[config.mk]
export PLATFORM = sky130hd
export DESIGN_NAME = decode_top
export DESIGN_NICKNAME = d
export VERILOG_FILES = /design/src/hdl/decode_pkg.sv /design/src/hdl/decoder.sv /design/src/hdl/decode_stage.sv /design/src/hdl/decode_top.sv
export SDC_FILE = /design/constraint.sdc
export NUM_CORES = 1
export LEC_CHECK = 0
export BUFFER_PORTS_ARGS = -buffer_cell sky130_fd_sc_hd__buf_2
export CAP_MARGIN = 20
export CORE_MARGIN = 2
export CORE_UTILIZATION = 48
export DETAILED_ROUTE_END_ITERATION = 16
export PLACE_DENSITY = 0.87
export SLEW_MARGIN = 20
export SYNTH_ARGS = -nofsm -noshare
export SYNTH_HDL_FRONTEND = slang
export SYNTH_HIERARCHICAL = 1
export SYNTH_SLANG_ARGS = --single-unit
[constraint.sdc]
create_clock -name clk -period 1.4 [get_ports clk]
set_input_delay 0.14 -clock clk [delete_from_list [all_inputs] [get_ports clk]]
set_output_delay 0.14 -clock clk [all_outputs]
set_load 0.005 [all_outputs]
[src/hdl/decode_pkg.sv]
`default_nettype none

package decode_pkg;

    //////////////////////////////
    // instruction class

    localparam int ITYPE_NUM = 11;

    // bit positions inside the one-hot class vector
    typedef enum int unsigned {
        ITYPE_ALU   = 0,
        ITYPE_MUL   = 1,
        ITYPE_DIV   = 2,
        ITYPE_MEM   = 3,
        ITYPE_BR    = 4,
        ITYPE_BAR   = 5,
        ITYPE_CSR   = 6,
        ITYPE_CACHE = 7,
        ITYPE_TLB   = 8,
        ITYPE_IDLE  = 9,
        ITYPE_ERET  = 10
    } itype_e;

    // all zero means nop or invalid
    typedef logic [ITYPE_NUM-1:0] itype_t;

    //////////////////////////////
    // opcodes and operand sources

    // reg-reg codes equal inst[18:15]; sra sits on a free slot
    typedef enum logic [3:0] {
        ALU_ADD  = 4'b0000,
        ALU_SUB  = 4'b0010,
        ALU_SLT  = 4'b0100,
        ALU_SLTU = 4'b0101,
        ALU_NOR  = 4'b1000,
        ALU_AND  = 4'b1001,
        ALU_OR   = 4'b1010,
        ALU_XOR  = 4'b1011,
        ALU_SRA  = 4'b1100,
        ALU_SLL  = 4'b1110,
        ALU_SRL  = 4'b1111
    } alu_op_e;

    typedef enum logic [1:0] {
        SRC1_RF    = 2'd0,
        SRC1_PC    = 2'd1,
        SRC1_ZERO  = 2'd2,
        SRC1_CNTID = 2'd3
    } src1_e;

    typedef enum logic [1:0] {
        SRC2_RF   = 2'd0,
        SRC2_IMM  = 2'd1,
        SRC2_CNTL = 2'd2,
        SRC2_CNTH = 2'd3
    } src2_e;

    //////////////////////////////
    // exception codes

    localparam logic [6:0] EXC_NONE = 7'h00;
    localparam logic [6:0] EXC_SYS  = 7'h0b;
    localparam logic [6:0] EXC_BRK  = 7'h0c;
    localparam logic [6:0] EXC_INE  = 7'h0d;

    // andi r0, r0, 0
    localparam logic [31:0] INST_NOP = 32'h0340_0000;

    //////////////////////////////
    // buses

    // exc on top, inst at the bottom, 103 bits
    typedef struct packed {
        logic [6:0]  fetch_exc;
        logic [31:0] pc_next;
        logic [31:0] pc;
        logic [31:0] inst;
    } fetch_entry_t;

    typedef struct packed {
        itype_t      itype;
        src1_e       src1;
        src2_e       src2;
        logic        sign;
        logic        mem_atm;
        // alu op, mul/div variant, mem width or branch cond
        logic [3:0]  cond;
        logic [31:0] inst;
    } uop_t;

    typedef struct packed {
        logic [31:0] pc;
        logic [31:0] pc_next;
        uop_t        uop;
        logic [31:0] imm;
        logic [4:0]  rd;
        logic [4:0]  rj;
        logic [4:0]  rk;
        logic [6:0]  exc;
    } decoded_t;

endpackage

`default_nettype wire

[src/hdl/decoder.sv]
`timescale 1ns/100ps
`default_nettype none

// loads, stores and branches read their rd-field source through rk,
// so the register file needs only the rj and rk read ports
module decoder
    import decode_pkg::*;
(
    input  fetch_entry_t entry,
    output decoded_t     dec,
    output logic         invalid_instruction,
    output logic         is_syscall,
    output logic         is_break
);

    logic [31:0] inst;
    itype_t      itype;
    logic        is_b_or_bl;
    logic        is_bl;
    logic        is_jirl;
    logic        is_preload;
    logic        is_pcadd;
    logic        is_lui;
    logic        is_alu_imm;
    logic        is_invtlb;
    logic        is_ecall;
    logic        is_alu_sfti;
    logic        is_sra;
    logic        is_time;
    logic        is_alu;
    logic        mem_write;
    logic        mem_atm;
    src1_e       src1;
    src2_e       src2;
    alu_op_e     alu_op;
    logic        alu_op_invalid;
    logic [3:0]  br_cond;
    logic        br_invalid;
    logic [3:0]  cond;
    logic        sign;
    logic [4:0]  rd;
    logic [4:0]  rj;
    logic [4:0]  rk;
    logic [31:0] imm;

    assign inst = entry.inst;

    //////////////////////////////
    // instruction class

    assign is_b_or_bl  = inst[30:27] == 4'b1010;
    assign is_bl       = inst[30:26] == 5'b10101;
    assign is_jirl     = inst[30:26] == 5'b10011;
    assign is_preload  = inst[30:22] == 9'b010101011;
    assign is_pcadd    = inst[30:25] == 6'b001110;
    assign is_lui      = inst[30:25] == 6'b001010;
    assign is_alu_imm  = inst[30:25] == 6'b000001;
    assign is_invtlb   = inst[30:15] == 16'b0000110010010011;
    assign is_ecall    = inst[30:17] == 14'b00000000010101 && !inst[15];
    assign is_alu_sfti = inst[30:20] == 11'b00000000100 && inst[17:15] == 3'b001;
    assign is_sra      = inst[30:15] == 16'b0000000000110000;
    assign is_time     = inst[30:11] == 20'b00000000000000001100;
    assign is_alu      = inst[30:19] == 12'b000000000010;

    assign is_syscall = is_ecall & inst[16];
    assign is_break   = is_ecall & ~inst[16];

    assign itype[ITYPE_BR]    = inst[30];
    assign itype[ITYPE_BAR]   = inst[30:16] == 15'b011100001110010;
    assign itype[ITYPE_MEM]   = inst[30:28] == 3'b010;
    assign itype[ITYPE_CSR]   = inst[30:24] == 7'b0000100;
    assign itype[ITYPE_CACHE] = inst[30:22] == 9'b000011000;
    assign itype[ITYPE_IDLE]  = inst[30:15] == 16'b0000110010010001;
    assign itype[ITYPE_ERET]  = inst[30:10] == 21'b000011001001000001110;
    // tlbsrch, tlbrd, tlbwr, tlbfill and invtlb
    assign itype[ITYPE_TLB]   = is_invtlb ||
        (inst[30:13] == 18'b000011001001000001 && inst[12:10] != 3'b110);
    assign itype[ITYPE_MUL]   = inst[30:17] == 14'b00000000001110;
    assign itype[ITYPE_DIV]   = inst[30:17] == 14'b00000000010000;
    assign itype[ITYPE_ALU]   = is_alu || is_time || is_sra || is_alu_sfti ||
        is_alu_imm || is_pcadd || is_lui;

    //////////////////////////////
    // operand sources

    always_comb begin
        if (is_lui) begin
            src1 = SRC1_ZERO;
        end else if (is_pcadd) begin
            src1 = SRC1_PC;
        end else if (is_time && !inst[10] && inst[4:0] == 5'd0) begin
            // rdcntid.w
            src1 = SRC1_CNTID;
        end else begin
            src1 = SRC1_RF;
        end
    end

    always_comb begin
        if (is_alu_imm || is_alu_sfti || is_lui || is_pcadd) begin
            src2 = SRC2_IMM;
        end else if (is_time) begin
            src2 = (!inst[10] && inst[4:0] != 5'd0) ? SRC2_CNTL : SRC2_CNTH;
        end else begin
            src2 = SRC2_RF;
        end
    end

    //////////////////////////////
    // alu op and branch condition

    always_comb begin
        alu_op         = ALU_ADD;
        alu_op_invalid = 1'b0;
        if (is_alu) begin
            alu_op = alu_op_e'(inst[18:15]);
        end else if (is_alu_imm) begin
            case (inst[24:22])
                3'b000:  alu_op = ALU_SLT;
                3'b001:  alu_op = ALU_SLTU;
                3'b010:  alu_op = ALU_ADD;
                3'b101:  alu_op = ALU_AND;
                3'b110:  alu_op = ALU_OR;
                3'b111:  alu_op = ALU_XOR;
                default: alu_op_invalid = 1'b1;
            endcase
        end else if (is_alu_sfti) begin
            case (inst[19:18])
                2'b00:   alu_op = ALU_SLL;
                2'b01:   alu_op = ALU_SRL;
                2'b10:   alu_op = ALU_SRA;
                default: alu_op_invalid = 1'b1;
            endcase
        end else if (is_sra) begin
            alu_op = ALU_SRA;
        end
    end

    always_comb begin
        br_cond    = 4'd0;
        br_invalid = 1'b0;
        if (itype[ITYPE_BR]) begin
            br_cond = inst[29:26];
            // jirl, b, bl, beq, bne, blt, bge, bltu, bgeu
            if (inst[29:26] < 4'b0011 || inst[29:26] > 4'b1011) begin
                br_invalid = 1'b1;
            end
        end
    end

    // ll.w and sc.w have inst[27] low
    assign mem_atm   = ~inst[27];
    assign mem_write = itype[ITYPE_MEM] & inst[24];

    // unsigned mul/div on inst[16], unsigned loads on inst[25]
    assign sign = ((itype[ITYPE_MUL] | itype[ITYPE_DIV]) & ~inst[16]) |
                  (itype[ITYPE_MEM] & ~inst[25]);

    // atomics always move a full word
    assign cond = ({4{itype[ITYPE_ALU]}} & alu_op) |
        {3'b000, itype[ITYPE_DIV] & inst[15]} |
        {3'b000, itype[ITYPE_MUL] & (inst[15] | inst[16])} |
        ({4{itype[ITYPE_MEM]}} & {1'b0, inst[24], inst[27] ? inst[23:22] : 2'b10}) |
        ({4{itype[ITYPE_BR]}} & br_cond);

    assign invalid_instruction = alu_op_invalid || br_invalid || inst[31] ||
        (itype == '0 && !is_ecall);

    //////////////////////////////
    // register indices

    always_comb begin
        if (itype[ITYPE_CACHE] || itype[ITYPE_TLB] || itype[ITYPE_IDLE] ||
            itype[ITYPE_CSR] || is_preload || (mem_write && !mem_atm) ||
            (itype[ITYPE_BR] && !is_jirl && !is_bl)) begin
            rd = 5'd0;
        end else if (is_bl) begin
            // return address goes to r1
            rd = 5'd1;
        end else begin
            rd = inst[4:0];
        end
    end

    assign rj = (itype[ITYPE_CSR] || itype[ITYPE_TLB] || itype[ITYPE_IDLE] ||
                 is_pcadd || is_lui || is_b_or_bl) ? 5'd0 : inst[9:5];

    always_comb begin
        if (is_alu || is_sra || itype[ITYPE_MUL] || itype[ITYPE_DIV]) begin
            rk = inst[14:10];
        end else if (mem_write || (itype[ITYPE_BR] && !is_b_or_bl && !is_jirl)) begin
            // store data or second compare operand
            rk = inst[4:0];
        end else begin
            rk = 5'd0;
        end
    end

    //////////////////////////////
    // immediate

    // shift amounts ride in the low bits of the i12 field
    always_comb begin
        imm = '0;
        if (itype[ITYPE_CACHE] || (is_alu_imm && !inst[24]) ||
            (itype[ITYPE_MEM] && inst[27]) || is_alu_sfti) begin
            imm = imm | {{20{inst[21]}}, inst[21:10]};
        end
        if (is_alu_imm && inst[24]) begin
            imm = imm | {20'd0, inst[21:10]};
        end
        if ((itype[ITYPE_MEM] && !inst[27]) || itype[ITYPE_CSR]) begin
            imm = imm | {{18{inst[23]}}, inst[23:10]};
        end
        if (itype[ITYPE_BR] && !is_b_or_bl) begin
            imm = imm | {{16{inst[25]}}, inst[25:10]};
        end
        if (is_b_or_bl) begin
            imm = imm | {{6{inst[9]}}, inst[9:0], inst[25:10]};
        end
        if (is_pcadd || is_lui) begin
            imm = imm | {inst[24:5], 12'd0};
        end
    end

    //////////////////////////////
    // output bundle

    always_comb begin
        dec              = '0;
        dec.pc           = entry.pc;
        dec.pc_next      = entry.pc_next;
        dec.uop.itype    = (inst == INST_NOP || invalid_instruction) ? '0 : itype;
        dec.uop.src1     = src1;
        dec.uop.src2     = src2;
        dec.uop.sign     = sign;
        dec.uop.mem_atm  = mem_atm;
        dec.uop.cond     = cond;
        dec.uop.inst     = inst;
        dec.imm          = imm;
        dec.rd           = rd;
        dec.rj           = rj;
        dec.rk           = rk;
        dec.exc          = entry.fetch_exc;
    end

endmodule

`default_nettype wire

[src/hdl/decode_stage.sv]
`timescale 1ns/100ps
`default_nettype none

module decode_stage
    import decode_pkg::*;
(
    input  logic     clk,
    input  logic     rst_n,
    input  logic     in_valid,
    input  logic     stall,
    input  logic     flush,
    input  decoded_t dec,
    input  logic     invalid_instruction,
    input  logic     is_syscall,
    input  logic     is_break,
    output logic     out_valid,
    output decoded_t out
);

    decoded_t merged;

    //////////////////////////////
    // exception merge

    // fetch exceptions are older and win
    always_comb begin
        merged = dec;
        if (dec.exc == EXC_NONE) begin
            if (invalid_instruction) begin
                merged.exc = EXC_INE;
            end else if (is_syscall) begin
                merged.exc = EXC_SYS;
            end else if (is_break) begin
                merged.exc = EXC_BRK;
            end
        end
    end

    //////////////////////////////
    // pipeline register

    always_ff @(posedge clk or negedge rst_n) begin
        if (!rst_n) begin
            out_valid <= 1'b0;
            out       <= '0;
        end else begin
            // flush beats stall
            if (flush) begin
                out_valid <= 1'b0;
            end else if (!stall) begin
                out_valid <= in_valid;
            end
            if (!stall) begin
                out <= merged;
            end
        end
    end

endmodule

`default_nettype wire

[src/hdl/decode_top.sv]
`timescale 1ns/100ps
`default_nettype none

module decode_top
    import decode_pkg::*;
(
    input  logic         clk,
    input  logic         rst_n,
    input  logic         in_valid,
    input  fetch_entry_t entry,
    input  logic         stall,
    input  logic         flush,
    output logic         out_valid,
    output decoded_t     out
);

    decoded_t dec;
    logic     invalid_instruction;
    logic     is_syscall;
    logic     is_break;

    // combinational decode
    decoder decoder_i (
        .entry               (entry),
        .dec                 (dec),
        .invalid_instruction (invalid_instruction),
        .is_syscall          (is_syscall),
        .is_break            (is_break)
    );

    // one cycle register toward issue
    decode_stage decode_stage_i (
        .clk                 (clk),
        .rst_n               (rst_n),
        .in_valid            (in_valid),
        .stall               (stall),
        .flush               (flush),
        .dec                 (dec),
        .invalid_instruction (invalid_instruction),
        .is_syscall          (is_syscall),
        .is_break            (is_break),
        .out_valid           (out_valid),
        .out                 (out)
    );

endmodule

`default_nettype wire

# --- Word level (Yosys, flattened, before mapping) ---
# Index checks and enable logic that the tools add are counted.
classes:
  order_cmp: 2
  n_eq_ne: 33
  muxes: 39
  bitwise_logic: 25
  n_reduce_logical: 67
op_table:
  columns: ["op", "n"]
  rows:
  - ["32-bit 2-to-1 mux", 6]
  - ["32-bit bitwise OR", 4]
  - ["1-bit logical OR", 35]
  - ["16-bit by 12-bit == test with 1-bit output (second input constant)", 2]
  - ["32-bit by 26-bit == test with 1-bit output (second input constant)", 1]
  - ["32-bit by 12-bit bitwise OR with 32-bit output", 1]
  - ["14-bit by 5-bit == test with 1-bit output (second input constant)", 2]
  - ["7-bit 2-to-1 mux", 4]
  - ["5-bit 2-to-1 mux", 5]
  - ["21-bit by 17-bit == test with 1-bit output (second input constant)", 1]
  - ["20-bit by 4-bit == test with 1-bit output (second input constant)", 1]
  - ["4-bit 2-to-1 mux", 5]
  - ["4-bit case mux with 5 select lines", 1]
  - ["18-bit by 14-bit == test with 1-bit output (second input constant)", 1]
  - ["16-bit by 6-bit == test with 1-bit output (second input constant)", 1]
  - ["1-bit logical AND", 16]
  - ["15-bit by 14-bit == test with 1-bit output (second input constant)", 1]
  - ["14-bit by 4-bit == test with 1-bit output (second input constant)", 1]
  - ["12-bit by 2-bit == test with 1-bit output (second input constant)", 1]
  - ["6-bit by 4-bit == test with 1-bit output (second input constant)", 2]
  - ["2-bit 2-to-1 mux", 6]
  - ["4-bit case mux with 3 select lines", 1]
  - ["11-bit by 3-bit == test with 1-bit output (second input constant)", 1]
  - ["11-bit zero test", 1]
  - ["32 further kinds", 66]
totals:
  reg_bits: 172
  in_bits: 108
  out_inout_bits: 172
  word_cells: 181

# --- Depth between registers and ports, before layout ---
# Gate-level depths: netlist (run 1).
logic_depth:
  ltp_word: 16
  ltp_mapped: 8
  depth_no_buf: 7

# --- By module ---
# Netlist (run 1), hierarchy kept.
by_module_without_submodules:
  columns: ["mod", "instances", "cells_each", "area_each_um2", "seq_area_each_um2"]
  rows:
  - ["decode_stage", 1, 376, 7008.0, 4304.1]
  - ["decoder", 1, 358, 2317.2, 0.0]

# --- Least setup slack after synthesis (run 1) ---
# Ideal clock, no wire load.
synth_timing:
  path_kind: "input-to-reg"
  startpoint: "input port entry[29] (netlist name)"
  endpoint: "register decode_stage_i/out[1] (netlist name)"
  t_arrival_ns: 2.040
  required_time_ns: 1.296
  path_slack_ns: -0.744
  path_stages: 7
  n_path_buf: 1
  path_cell_list: "or4_1 > buf_2 > o31ai_1 > o211ai_1 > a221o_1 > a41o_1 > o41ai_2"
synth_between:
  elab_chain_cells: 12
synth_rtl:
  columns: ["element", "line_no", "text"]
  rows:
  - ["from (decl)", "decode_top.sv:10", "input fetch_entry_t entry,"]
  - ["20-bit by 4-bit == test with 1-bit output or 12-bit by 2-bit == test with 1-bit output (tied branches)", "decoder.sv:62, decoder.sv:63", null]
  - ["1-bit logical OR (4 in series)", "decoder.sv:80", "assign itype[ITYPE_ALU] = is_alu || is_time || is_sra || is_alu_sfti ||"]
  - ["1-bit logical OR (2 in series)", "decoder.sv:81", "is_alu_imm || is_pcadd || is_lui;"]
  - ["11-bit zero test", "decoder.sv:167", "(itype == '0 && !is_ecall);"]
  - ["1-bit logical AND", "decoder.sv:167", null]
  - ["1-bit logical OR (*)", "decoder.sv:166", "assign invalid_instruction = alu_op_invalid || br_invalid || inst[31] ||"]
  - ["net invalid_instruction", "decode_top.sv:18", "logic invalid_instruction;"]
  - ["7-bit 2-to-1 mux (*)", "decode_stage.sv:29", "if (invalid_instruction) begin"]
  - ["7-bit 2-to-1 mux (*)", "decode_stage.sv:28", "if (dec.exc == EXC_NONE) begin"]
# Mark *: on every way through the listed nets, which the timed path passes. The rest lies on a longest branch.
# A chain may end at the register's enable or synchronous reset.

==> flow_summary.ini, run 1 <==
[worst_setup_path]
worstSetupPathType = input port to flop
critPathMaxStageDelay_ns = 0.58
crit_path_cell_trace = buf_8 > or4_4 > o31ai_4 > o211ai_1 > a221o_1 > buf_6 > buf_4 > nor3_4 > mux2_4
worst-path-max-fanout = 5
critPathRequiredTime_ns = 1.76
timing.critical_path.to_type = flop
critPathBufInv = 3
timing.critical_path.max_delay_family = simple AND/OR/NAND/NOR gates
timing.critical_path.slowest_stage_cell = sky130_fd_sc_hd__or4_4
cp.arrival_ns = 2.09
critical_path.startpoint_type = input port

[yosys]
synth.top_cell.area_share = 0.462
ys.warnings.count = 6
yosysSeqAreaShare = 0.462
post_synth.cell_area_avg_sq_um = 12.7
number_of_synthesized_flops_with_an_enable_pin = 0
synth_top_cell_by_area = sky130_fd_sc_hd__dfrtp_1
post_synth_inst_count = 734
yosysUniqueCellTypes = 58
postSynthNetCount = 842
synth.cell_area_sq_um = 9330
ys_seq_elements = 172
synth_top_cells_by_count = sky130_fd_sc_hd__dfrtp_1, sky130_fd_sc_hd__mux2_4, sky130_fd_sc_hd__buf_4, sky130_fd_sc_hd__mux2_2, sky130_fd_sc_hd__nand2_1
ys_dominant_reg_cell = sky130_fd_sc_hd__dfrtp_1
async_flop_share = 1.00
netlist_top_cells_area = sky130_fd_sc_hd__dfrtp_1, sky130_fd_sc_hd__mux2_4, sky130_fd_sc_hd__buf_4
yosys.cell_count.top_type = sky130_fd_sc_hd__dfrtp_1

[clocking]
cts_tree = done
h-tree-depth = 4
cts.reportedPaths.clkPinSlew_ns = 0.07
max-clock-path-buffers = 2
numCtsBuffers = 17
tritoncts_num_sinks = 172
worst_skew_pair.late_latency_ns = 0.42
clk_root_buf = sky130_fd_sc_hd__clkbuf_16

[floorplanning]
dieWidth_um = 143
start_util = 0.494
die_h_um = 143
fp.dieArea_sq_um = 20600
fp.coreArea_sq_um = 18900
boundaryPins = 280
fp-row-count = 50

[sta]
worst_clock_skew_ns = 0
final_critical_path_setup_slack_ns = -0.332
slew_viol_final = 0
timing.fmax_mhz = 577
number_of_hold_violations_in_the_final_report = 0
setup_viol = 64
worst_tran_pin_value_ns = 0.439
maxSlewHeadroom = 0.703
min_period_over_period = 1.24
rsz0062_at_grt = true
time_the_worst_path_needs_with_i_o_delays_and_setup_ns = 1.73

[routing]
drcViolationCount = 0
totalWireLength_mm = 27.8
route.vias.total = 7207
drt_first_iter_violations = 439
detail_route.first_pass.iterations = 5
drt-vias-per-instance = 5.23
detailed_route_wire_length_per_cell_um = 20.2
detail-route-antenna-nets = 0

[placement]
routabilityCongestion = 0.930
place_ws_ns = -0.891
place.detailed.hpwl_mm = 19.8
port_buffers = 279
dpl_cell_area_sq_um = 11200

[final_layout]
design_area_sq_um = 13000
area_added_between_synthesis_and_finish_pct = 39.0
final_layout_size_suffix_gt1_frac = 0.610
final.fill_count = 1341
layout.nets = 1213
diodes = 0
layout.core_utilization = 0.686

[pwr]
power.net_switching_w = 0.00358
fin_total_pwr_w = 0.0132
comb_power_share = 0.214
p_seq_frac = 0.436
pwr_density_nw_per_um2 = 1020
p_sw_frac = 0.271
power.static_leakage_nw = 6.56
power.clock.fraction = 0.350
irDropWorstVdd_mv = 0.776
internal_power_w = 0.00961

[global_route]
antenna_found_initial = 0
global_route_usage_over_all_layers = 0.271
global_route_wire_length_before_repair_mm = 42.6
overflow = 0
vias_in_the_first_global_route = 7710
grt_max_degree = 53

[min_path]
holdCritPathClass = input port to flop

[run_status]
run_status = finished, violations left
violated_checks = negative setup slack

[run]
drv_cap = 0
-- stage by stage --
step | hold WS (ns) | setup TNS, ns | std cells
6_report | 0.0459 | -14.85 | 1378
2_1_floorplan | -0.156 | -22.95 | 734
3_3_place_gp | 0.0287 | -46.05 | 1260
4_1_cts | 0.0311 | -12.73 | 1374
3_5_place_dp | 0.0324 | -48.17 | 1260
5_1_grt | 0.0373 | -18.02 | 1378
-- timing repair --
action	in CTS	in global routing
hold buffers	74	0
gates resized for setup	49	28
setup buffers	8	4
endpoints found under the hold margin	244	0
setup endpoints to repair	65	69
cloned	1	0
pin swaps	23	17
-- cells in the final DEF (no fill, tap or decap), types with 7 or more instances in the layout --
cell type / n
sky130_fd_sc_hd__buf_4: 129
sky130_fd_sc_hd__a221o_1: 11
sky130_fd_sc_hd__clkbuf_16: 17
sky130_fd_sc_hd__buf_2: 272
sky130_fd_sc_hd__nor2_1: 23
sky130_fd_sc_hd__inv_1: 9
sky130_fd_sc_hd__nor3_1: 11
sky130_fd_sc_hd__nand2_1: 25
sky130_fd_sc_hd__and2_1: 11
sky130_fd_sc_hd__dfrtp_1: 172
sky130_fd_sc_hd__buf_12: 10
sky130_fd_sc_hd__buf_6: 10
sky130_fd_sc_hd__a211o_1: 7
sky130_fd_sc_hd__mux2_2: 32
sky130_fd_sc_hd__mux2_4: 135
sky130_fd_sc_hd__dlygate4sd3_1: 74
sky130_fd_sc_hd__nand2b_1: 9
-- flip-flops by register name, indices dropped and copies added, names as in the netlist --
signal and count:
decode_stage_i/out_valid 1, decode_stage_i/out 171
-- tightest hold or removal path: cells and delay by family --
| family | cells | cell delay, ns |
|---|---|---|
| buf+inv | 2 | 0.16 |
| mux | 1 | 0.13 |
-- routing by layer --
| metal | global-route usage | vias up | part of all wire |
|---|---|---|---|
| li1 | - | 3243 | - |
| met5 | 0 | - | 0 |
| met4 | 0.113 | 0 | 0.033 |
| met1 | 0.330 | 3610 | 0.41 |
| met2 | 0.464 | 290 | 0.50 |
| met3 | 0.0610 | 64 | 0.057 |
-- final timing paths --
check	slack [ns]	to	cells after the start	startpoint
max in group asynchronous	0.63	decode_stage_i/out[32]	3	rst_n
worst max register to register	0.19	decode_stage_i/out_valid	3	decode_stage_i/out_valid
worst max-delay path	-0.33	decode_stage_i/out[97]	9	entry[29]
min in group asynchronous	0.15	decode_stage_i/out[122]	2	rst_n
worst min register to register	0.50	decode_stage_i/out[5]	1	decode_stage_i/out[5]
worst min-delay path	0.05	decode_stage_i/out[83]	3	entry[29]
-- logic make-up (layout without fill, tap and decap cells) --
group | after synthesis | after routing | share of synthesized area
muxes | 172 | 172 | 0.260
DFF | 172 | 172 | 0.462
AOI/OAI and AO/OA | 72 | 72 | 0.0602
buffers and inverters | 158 | 541 | 0.122
and+or+nand+nor | 160 | 161 | 0.0969
-- power groups by stage --
| stage | sequential [W] | clock (W) | combinational, W |
|---|---|---|---|
| 2_1_floorplan | 0.00583 | 0 | 0.00140 |
| 3_3_place_gp | 0.00578 | 0 | 0.00247 |
| 3_5_place_dp | 0.00581 | 0 | 0.00254 |
| 4_1_cts | 0.00573 | 0.00474 | 0.00278 |
| 5_1_grt | 0.00580 | 0.00496 | 0.00302 |
| 6_report | 0.00575 | 0.00462 | 0.00282 |
-- area by class of cell --
cell class                      instances  area, sq um  share of cell area
Tap cell                              260          325              0.0251
Timing Repair Buffer                  500         3450               0.266
Clock buffer                           18          439              0.0339
Clock inverter                         14          136              0.0105
Sequential cell                       172         4300               0.332
Multi-Input combinational cell        405         4270               0.329
Inverter                                9         33.8             0.00261
Note: power is estimated with default switching activity, not from simulation.
==> run 2: changes to the inputs <==
--- a/config.mk
+++ b/config.mk
@@ -7,10 +7,12 @@
 export LEC_CHECK = 0
 export BUFFER_PORTS_ARGS = -buffer_cell sky130_fd_sc_hd__buf_2
 export CAP_MARGIN = 20
+export CELL_PAD_IN_SITES_DETAIL_PLACEMENT = 2
+export CELL_PAD_IN_SITES_GLOBAL_PLACEMENT = 2
 export CORE_MARGIN = 2
-export CORE_UTILIZATION = 48
+export CORE_UTILIZATION = 36
 export DETAILED_ROUTE_END_ITERATION = 16
-export PLACE_DENSITY = 0.87
+export PLACE_DENSITY = 0.95
 export SLEW_MARGIN = 20
 export SYNTH_ARGS = -nofsm -noshare
 export SYNTH_HDL_FRONTEND = slang
==> run 2 against run 1 <==
  * The run still ends with negative setup slack left
  * Core utilization shrank 16 points
  * Final area increased by 3.2%
  * Non-clock buffer count grew 4
  * Final cell count up 5.4%
  * Via count up 8.7%
  * Sequential cell count is the same
  * Register-to-register slack worse by 0.05 ns
  * Critical path depth is 1 lower
  * Total power up 5.3%
  * Setup slack worse by 0.13 ns
  * Global-route usage up 3.8 points
  * Die area increased by 32%
  * Largest cell class is now multi-input combinational cells
  * Largest power group unchanged
  * Highest routed layer unchanged
==> flow_summary.ini, run 2 (same netlist as run 1, synthesis figures left out) <==
[final_layout]
layout.core_utilization = 0.528
largest_register = decode_stage_i/out
layout.nets = 1216
largest_registers = decode_stage_i/out x171, decode_stage_i/out_valid x1
flip_flop_count_of_the_largest_register_all_copies_and_words_added = 171
area_added_between_synthesis_and_finish_pct = 43.4
final.fill_count = 2388
final_layout_size_suffix_gt1_frac = 0.640
most_frequent_standard_cell_in_the_layout_excluding_fill_and_tap_cells = sky130_fd_sc_hd__buf_2
most-common-layout-cells = sky130_fd_sc_hd__buf_2, sky130_fd_sc_hd__dfrtp_1, sky130_fd_sc_hd__mux2_4
finish.cell_count_without_fillers = 1453

[worst_setup_path]
timing.critical_path.to_type = flop
critPathBufInv = 2
critPathRequiredTime_ns = 1.78
cp.arrival_ns = 2.24
timing.critical_path.slowest_stage_cell = sky130_fd_sc_hd__or4_4
worst_r2r_dst = decode_stage_i/out_valid
critPathMaxStageDelay_ns = 0.60
setup.reg_to_reg.worst_slack_ns = 0.14
timing.critical_path.max_delay_family = compound AO/OA/AOI/OAI gates
crit_path_cell_trace = buf_8 > or4_4 > o31ai_4 > o211ai_1 > a221o_1 > buf_6 > a311oi_4 > mux2_4
critical_path.startpoint_type = input port
r2r_cells = 3
launch_point_of_the_worst_reg_to_reg_path = decode_stage_i/out_valid
worstSetupPathType = input port to flop
worst-path-max-fanout = 5

[sta]
time_the_worst_path_needs_with_i_o_delays_and_setup_ns = 1.87
setup_total_negative_slack_ns = -22.71
rsz0062_at_grt = true
final_critical_path_setup_slack_ns = -0.466
number_of_hold_violations_in_the_final_report = 0
worst_clock_skew_ns = 0
setup_viol = 70
maxSlewHeadroom = 0.689
worst_tran_pin_value_ns = 0.466
min_period_over_period = 1.33
slew_viol_final = 0
timing.fmax_mhz = 536

[floorplanning]
start_util = 0.368
fp.coreArea_sq_um = 25300
fp.dieArea_sq_um = 27200
dieWidth_um = 165
boundaryPins = 280
fp-row-count = 58
die_h_um = 165

[clocking]
tritoncts_num_sinks = 172
max-clock-path-buffers = 2
h-tree-depth = 4
clk_root_buf = sky130_fd_sc_hd__clkbuf_16
numCtsBuffers = 17
worst_skew_pair.late_latency_ns = 0.43
cts_tree = done
cts.reportedPaths.clkPinSlew_ns = 0.07

[run_status]
violated_checks = negative setup slack
run_status = finished, violations left

[routing]
detailed_route_wire_length_per_cell_um = 29.6
totalWireLength_mm = 43.0
drt_first_iter_violations = 446
detail_route.first_pass.iterations = 5
drt-vias-per-instance = 5.39
drcViolationCount = 0
detail-route-antenna-nets = 0
route.vias.total = 7834

[global_route]
global_route_usage_over_all_layers = 0.309
grt_max_degree = 44
vias_in_the_first_global_route = 9109
antenna_found_initial = 2
overflow = 0
global_route_wire_length_before_repair_mm = 60.7

[placement]
place_ws_ns = -1.09
routabilityCongestion = 0.977
place.detailed.instances = 1328
place.detailed.hpwl_mm = 26.9
port_buffers = 279

[min_path]
hold_path.startpoint = entry[4]
hold-path-endpoint = decode_stage_i/out[58]
holdCritPathClass = input port to flop
worstHoldPathCells = 2

[pwr]
fin_total_pwr_w = 0.0139
pwr_density_nw_per_um2 = 1040
irDropWorstVdd_mv = 0.545
power.static_leakage_nw = 6.68

[run]
drv_cap = 0
## run 2: changes by cell type in the layout (fill, tap and decap cells not counted), moves of 5 or more
| cell | change |
|---|---|
| sky130_fd_sc_hd__buf_4 | -10 |
| sky130_fd_sc_hd__buf_6 | +10 |
| sky130_fd_sc_hd__and2_1 | -9 |
| sky130_fd_sc_hd__and2_4 | +9 |
| sky130_fd_sc_hd__clkinv_4 | +5 |
| sky130_fd_sc_hd__inv_8 | +5 |
## run 2: power by group
group,total [W],internal [W],switching [W]
Sequential,0.00581,0.00545,0.000358
Clock,0.00488,0.00244,0.00244
Combinational,0.00321,0.00170,0.00152
Total,0.0139,0.00958,0.00432
## run 2: through the flow
stage / hold WS, ns / cell area, sq um
final: 0.0298 / 13400
after global routing: 0.0322 / 13400
after CTS: 0.0126 / 13100
after detailed placement: 0.0608 / 11300
after global placement: 0.0561 / 11300
after floorplan: -0.156 / 9430
## run 2: cell type report
type,count,area [sq um],share of cell area
flip-flops and latches,172,4300,0.322
well taps,330,413,0.0309
inverters,9,33.8,0.00253
clock inverters,14,150,0.0112
clock buffers,18,439,0.0328
diodes,2,5.00,0.000374
repair buffers,504,3580,0.268
multi-input cells,404,4450,0.333
## run 2: worst max path at each step
stage	from	endpoint	slack (ns)	cells past startpoint
global placement	entry[29]	decode_stage_i/out[3]	-0.79	10
floorplan	entry[29]	decode_stage_i/out[3]	-0.63	8
finish	entry[29]	decode_stage_i/out[96]	-0.47	8
detailed placement	entry[29]	decode_stage_i/out[26]	-1.09	10
global route	entry[30]	decode_stage_i/out[100]	-0.51	11
CTS	entry[29]	decode_stage_i/out[27]	-0.38	11
## run 2: timing repair
item / in CTS / in global routing
setup endpoints to repair: 70 / 70
hold buffers: 74 / 0
resized for setup: 90 / 40
setup buffers: 8 / 12
gates cloned: 2 / 0
endpoints found under the hold margin: 244 / 0
pin swaps: 27 / 20
## run 2: metal layers
layer | wire (um) | track usage | share of wire | vias to the layer above
met3 | 2390 | 0.0595 | 0.056 | 132
met5 | 0 | 0 | 0 | -
met1 | 15600 | 0.332 | 0.36 | 4065
li1 | - | - | - | 3250
met2 | 22500 | 0.560 | 0.52 | 387
met4 | 2540 | 0.186 | 0.059 | 0
==> run 3: changes to the inputs <==
--- a/config.mk
+++ b/config.mk
@@ -11,8 +11,10 @@
 export CELL_PAD_IN_SITES_GLOBAL_PLACEMENT = 2
 export CORE_MARGIN = 2
 export CORE_UTILIZATION = 36
+export CTS_CLUSTER_SIZE = 16
 export DETAILED_ROUTE_END_ITERATION = 16
 export PLACE_DENSITY = 0.95
+export SKIP_LAST_GASP = 1
 export SLEW_MARGIN = 20
 export SYNTH_ARGS = -nofsm -noshare
 export SYNTH_HDL_FRONTEND = slang
==> run 3 against run 2 <==
  * The run still ends with negative setup slack left
  * Hold slack got worse by 0.012 ns
  * Critical path type unchanged
  * Final cell count decreased by 0.34%
  * Sequential cell count unchanged
  * Sequential share of layout area increased by 0.14 points
  * Largest power group unchanged
  * Largest cell class unchanged
  * Wire length decreased by 0.20%
  * Critical endpoint is now decode_stage_i/out[1]
  * Via count increased by 0.10%
==> flow_summary.ini, run 3 (same netlist as run 1, synthesis figures left out) <==
[worst_setup_path]
critPathRequiredTime_ns = 1.74
worst-path-max-fanout = 4
launch_point_of_the_worst_reg_to_reg_path = decode_stage_i/out_valid
setup.worst_path.start = entry[27]
cp.arrival_ns = 2.26
worstSetupPathType = input port to flop
critical_path.startpoint_type = input port
timing.critical_path.to_type = flop

[sta]
slew_viol_final = 0
timing.hold.ws_ns = 0.0175
maxSlewHeadroom = 0.674
final_critical_path_setup_slack_ns = -0.524
number_of_hold_violations_in_the_final_report = 0
time_the_worst_path_needs_with_i_o_delays_and_setup_ns = 1.92
timing.fmax_mhz = 520
worst_clock_skew_ns = 0
min_period_over_period = 1.37
worst_tran_pin_value_ns = 0.484
setup_viol = 70
rsz0062_at_grt = true

[final_layout]
largest_registers = decode_stage_i/out x171, decode_stage_i/out_valid x1
final.fill_count = 2399
final_layout_size_suffix_gt1_frac = 0.632
layout.core_utilization = 0.526
finish.cell_count_without_fillers = 1448
area_added_between_synthesis_and_finish_pct = 42.8
most_frequent_standard_cell_in_the_layout_excluding_fill_and_tap_cells = sky130_fd_sc_hd__buf_2
design_area_sq_um = 13300
largest_register = decode_stage_i/out
most-common-layout-cells = sky130_fd_sc_hd__buf_2, sky130_fd_sc_hd__dfrtp_1, sky130_fd_sc_hd__mux2_4
flip_flop_count_of_the_largest_register_all_copies_and_words_added = 171
layout.nets = 1210

[routing]
drt_first_iter_violations = 411
detail-route-antenna-nets = 0
route.vias.total = 7842
drcViolationCount = 0
totalWireLength_mm = 42.9
detailed_route_wire_length_per_cell_um = 29.6
detail_route.first_pass.iterations = 6
drt-vias-per-instance = 5.42

[clocking]
clk_root_buf = sky130_fd_sc_hd__clkbuf_16
worst_skew_pair.late_latency_ns = 0.44
tritoncts_num_sinks = 172
cts.reportedPaths.clkPinSlew_ns = 0.08
numCtsBuffers = 17
cts_tree = done
h-tree-depth = 4
max-clock-path-buffers = 2

[global_route]
global_route_usage_over_all_layers = 0.313
overflow = 0
grt_most_used_layer = met2
antenna_found_initial = 3
grt_use_met1 = 0.332
global_route_wire_length_before_repair_mm = 61.7
vias_in_the_first_global_route = 9220
globalRouteMet2Util = 0.563
grt_max_degree = 44
grt_use_met3 = 0.0688

[pwr]
power.static_leakage_nw = 6.65
irDropWorstVdd_mv = 0.546
pwr_density_nw_per_um2 = 1040

[min_path]
hold_path.startpoint = entry[30]
holdCritPathClass = input port to flop

[placement]
routabilityCongestion = 0.977
dpl_cell_area_sq_um = 11300
place.detailed.hpwl_mm = 26.9
place.detailed.instances = 1328
port_buffers = 279

[floorplanning]
fp.coreArea_sq_um = 25300
fp.dieArea_sq_um = 27200
fp-row-count = 58
die_h_um = 165
start_util = 0.368
boundaryPins = 280
dieWidth_um = 165

[run_status]
run_status = finished, violations left
violated_checks = negative setup slack

[run]
drv_cap = 0
[run 3: what timing repair did]
action | in CTS | in global routing
hold buffers | 74 | 0
setup buffers | 8 | 8
cloned | 2 | 0
pin swaps | 26 | 20
resized for setup | 87 | 38
hold endpoints to repair | 244 | 0
endpoints found under the setup margin | 70 | 70
[run 3: routing by layer]
| layer | vias up | share of wire |
|---|---|---|
| li1 | 3236 | - |
| met2 | 418 | 0.52 |
| met4 | 0 | 0.062 |
| met5 | - | 0 |
| met3 | 156 | 0.061 |
| met1 | 4032 | 0.35 |
[run 3: metrics by stage]
stage	setup TNS (ns)	setup WS, ns	total power, W
finish	-24.67	-0.524	0.0139
global route	-25.26	-0.569	0.0143
CTS	-17.12	-0.381	0.0138
detailed placement	-59.95	-1.09	0.00855
global placement	-46.81	-0.787	0.00831
floorplan	-22.95	-0.634	0.00723
[run 3: path summary, 6_finish.rpt]
path,to,slack (ns),cells past startpoint
worst max-delay path,decode_stage_i/out[1],-0.52,7
worst max register to register,decode_stage_i/out_valid,0.13,3
worst min-delay path,decode_stage_i/out[84],0.02,3
max in group asynchronous,decode_stage_i/out[30],0.65,3
min in group asynchronous,decode_stage_i/out[119],0.17,2
worst min register to register,decode_stage_i/out[14],0.50,1
[run 3: where the power goes]
part           internal [W]  switching (W)
Clock               0.00244        0.00244
Combinational       0.00168        0.00150
Sequential          0.00545       0.000354
[run 3: worst max-delay path, cell delays in order]
cell and delay (ns):
sky130_fd_sc_hd__buf_6 0.10, sky130_fd_sc_hd__or4_4 0.60, sky130_fd_sc_hd__o31ai_4 0.23, sky130_fd_sc_hd__o211ai_1 0.15, sky130_fd_sc_hd__a221o_1 0.46, sky130_fd_sc_hd__a41o_4 0.33
sky130_fd_sc_hd__o41ai_2 0.25
[run 3: final cells by class]
cell class | instances | area (sq um) | area share
tap | 330 | 413 | 0.0310
sequential | 172 | 4300 | 0.323
antenna | 3 | 7.51 | 0.000564
multi-input combinational | 404 | 4430 | 0.333
inverter | 9 | 33.8 | 0.00254
clock buffer | 18 | 439 | 0.0330
clock inverter | 14 | 150 | 0.0113
timing repair buffer | 498 | 3540 | 0.266
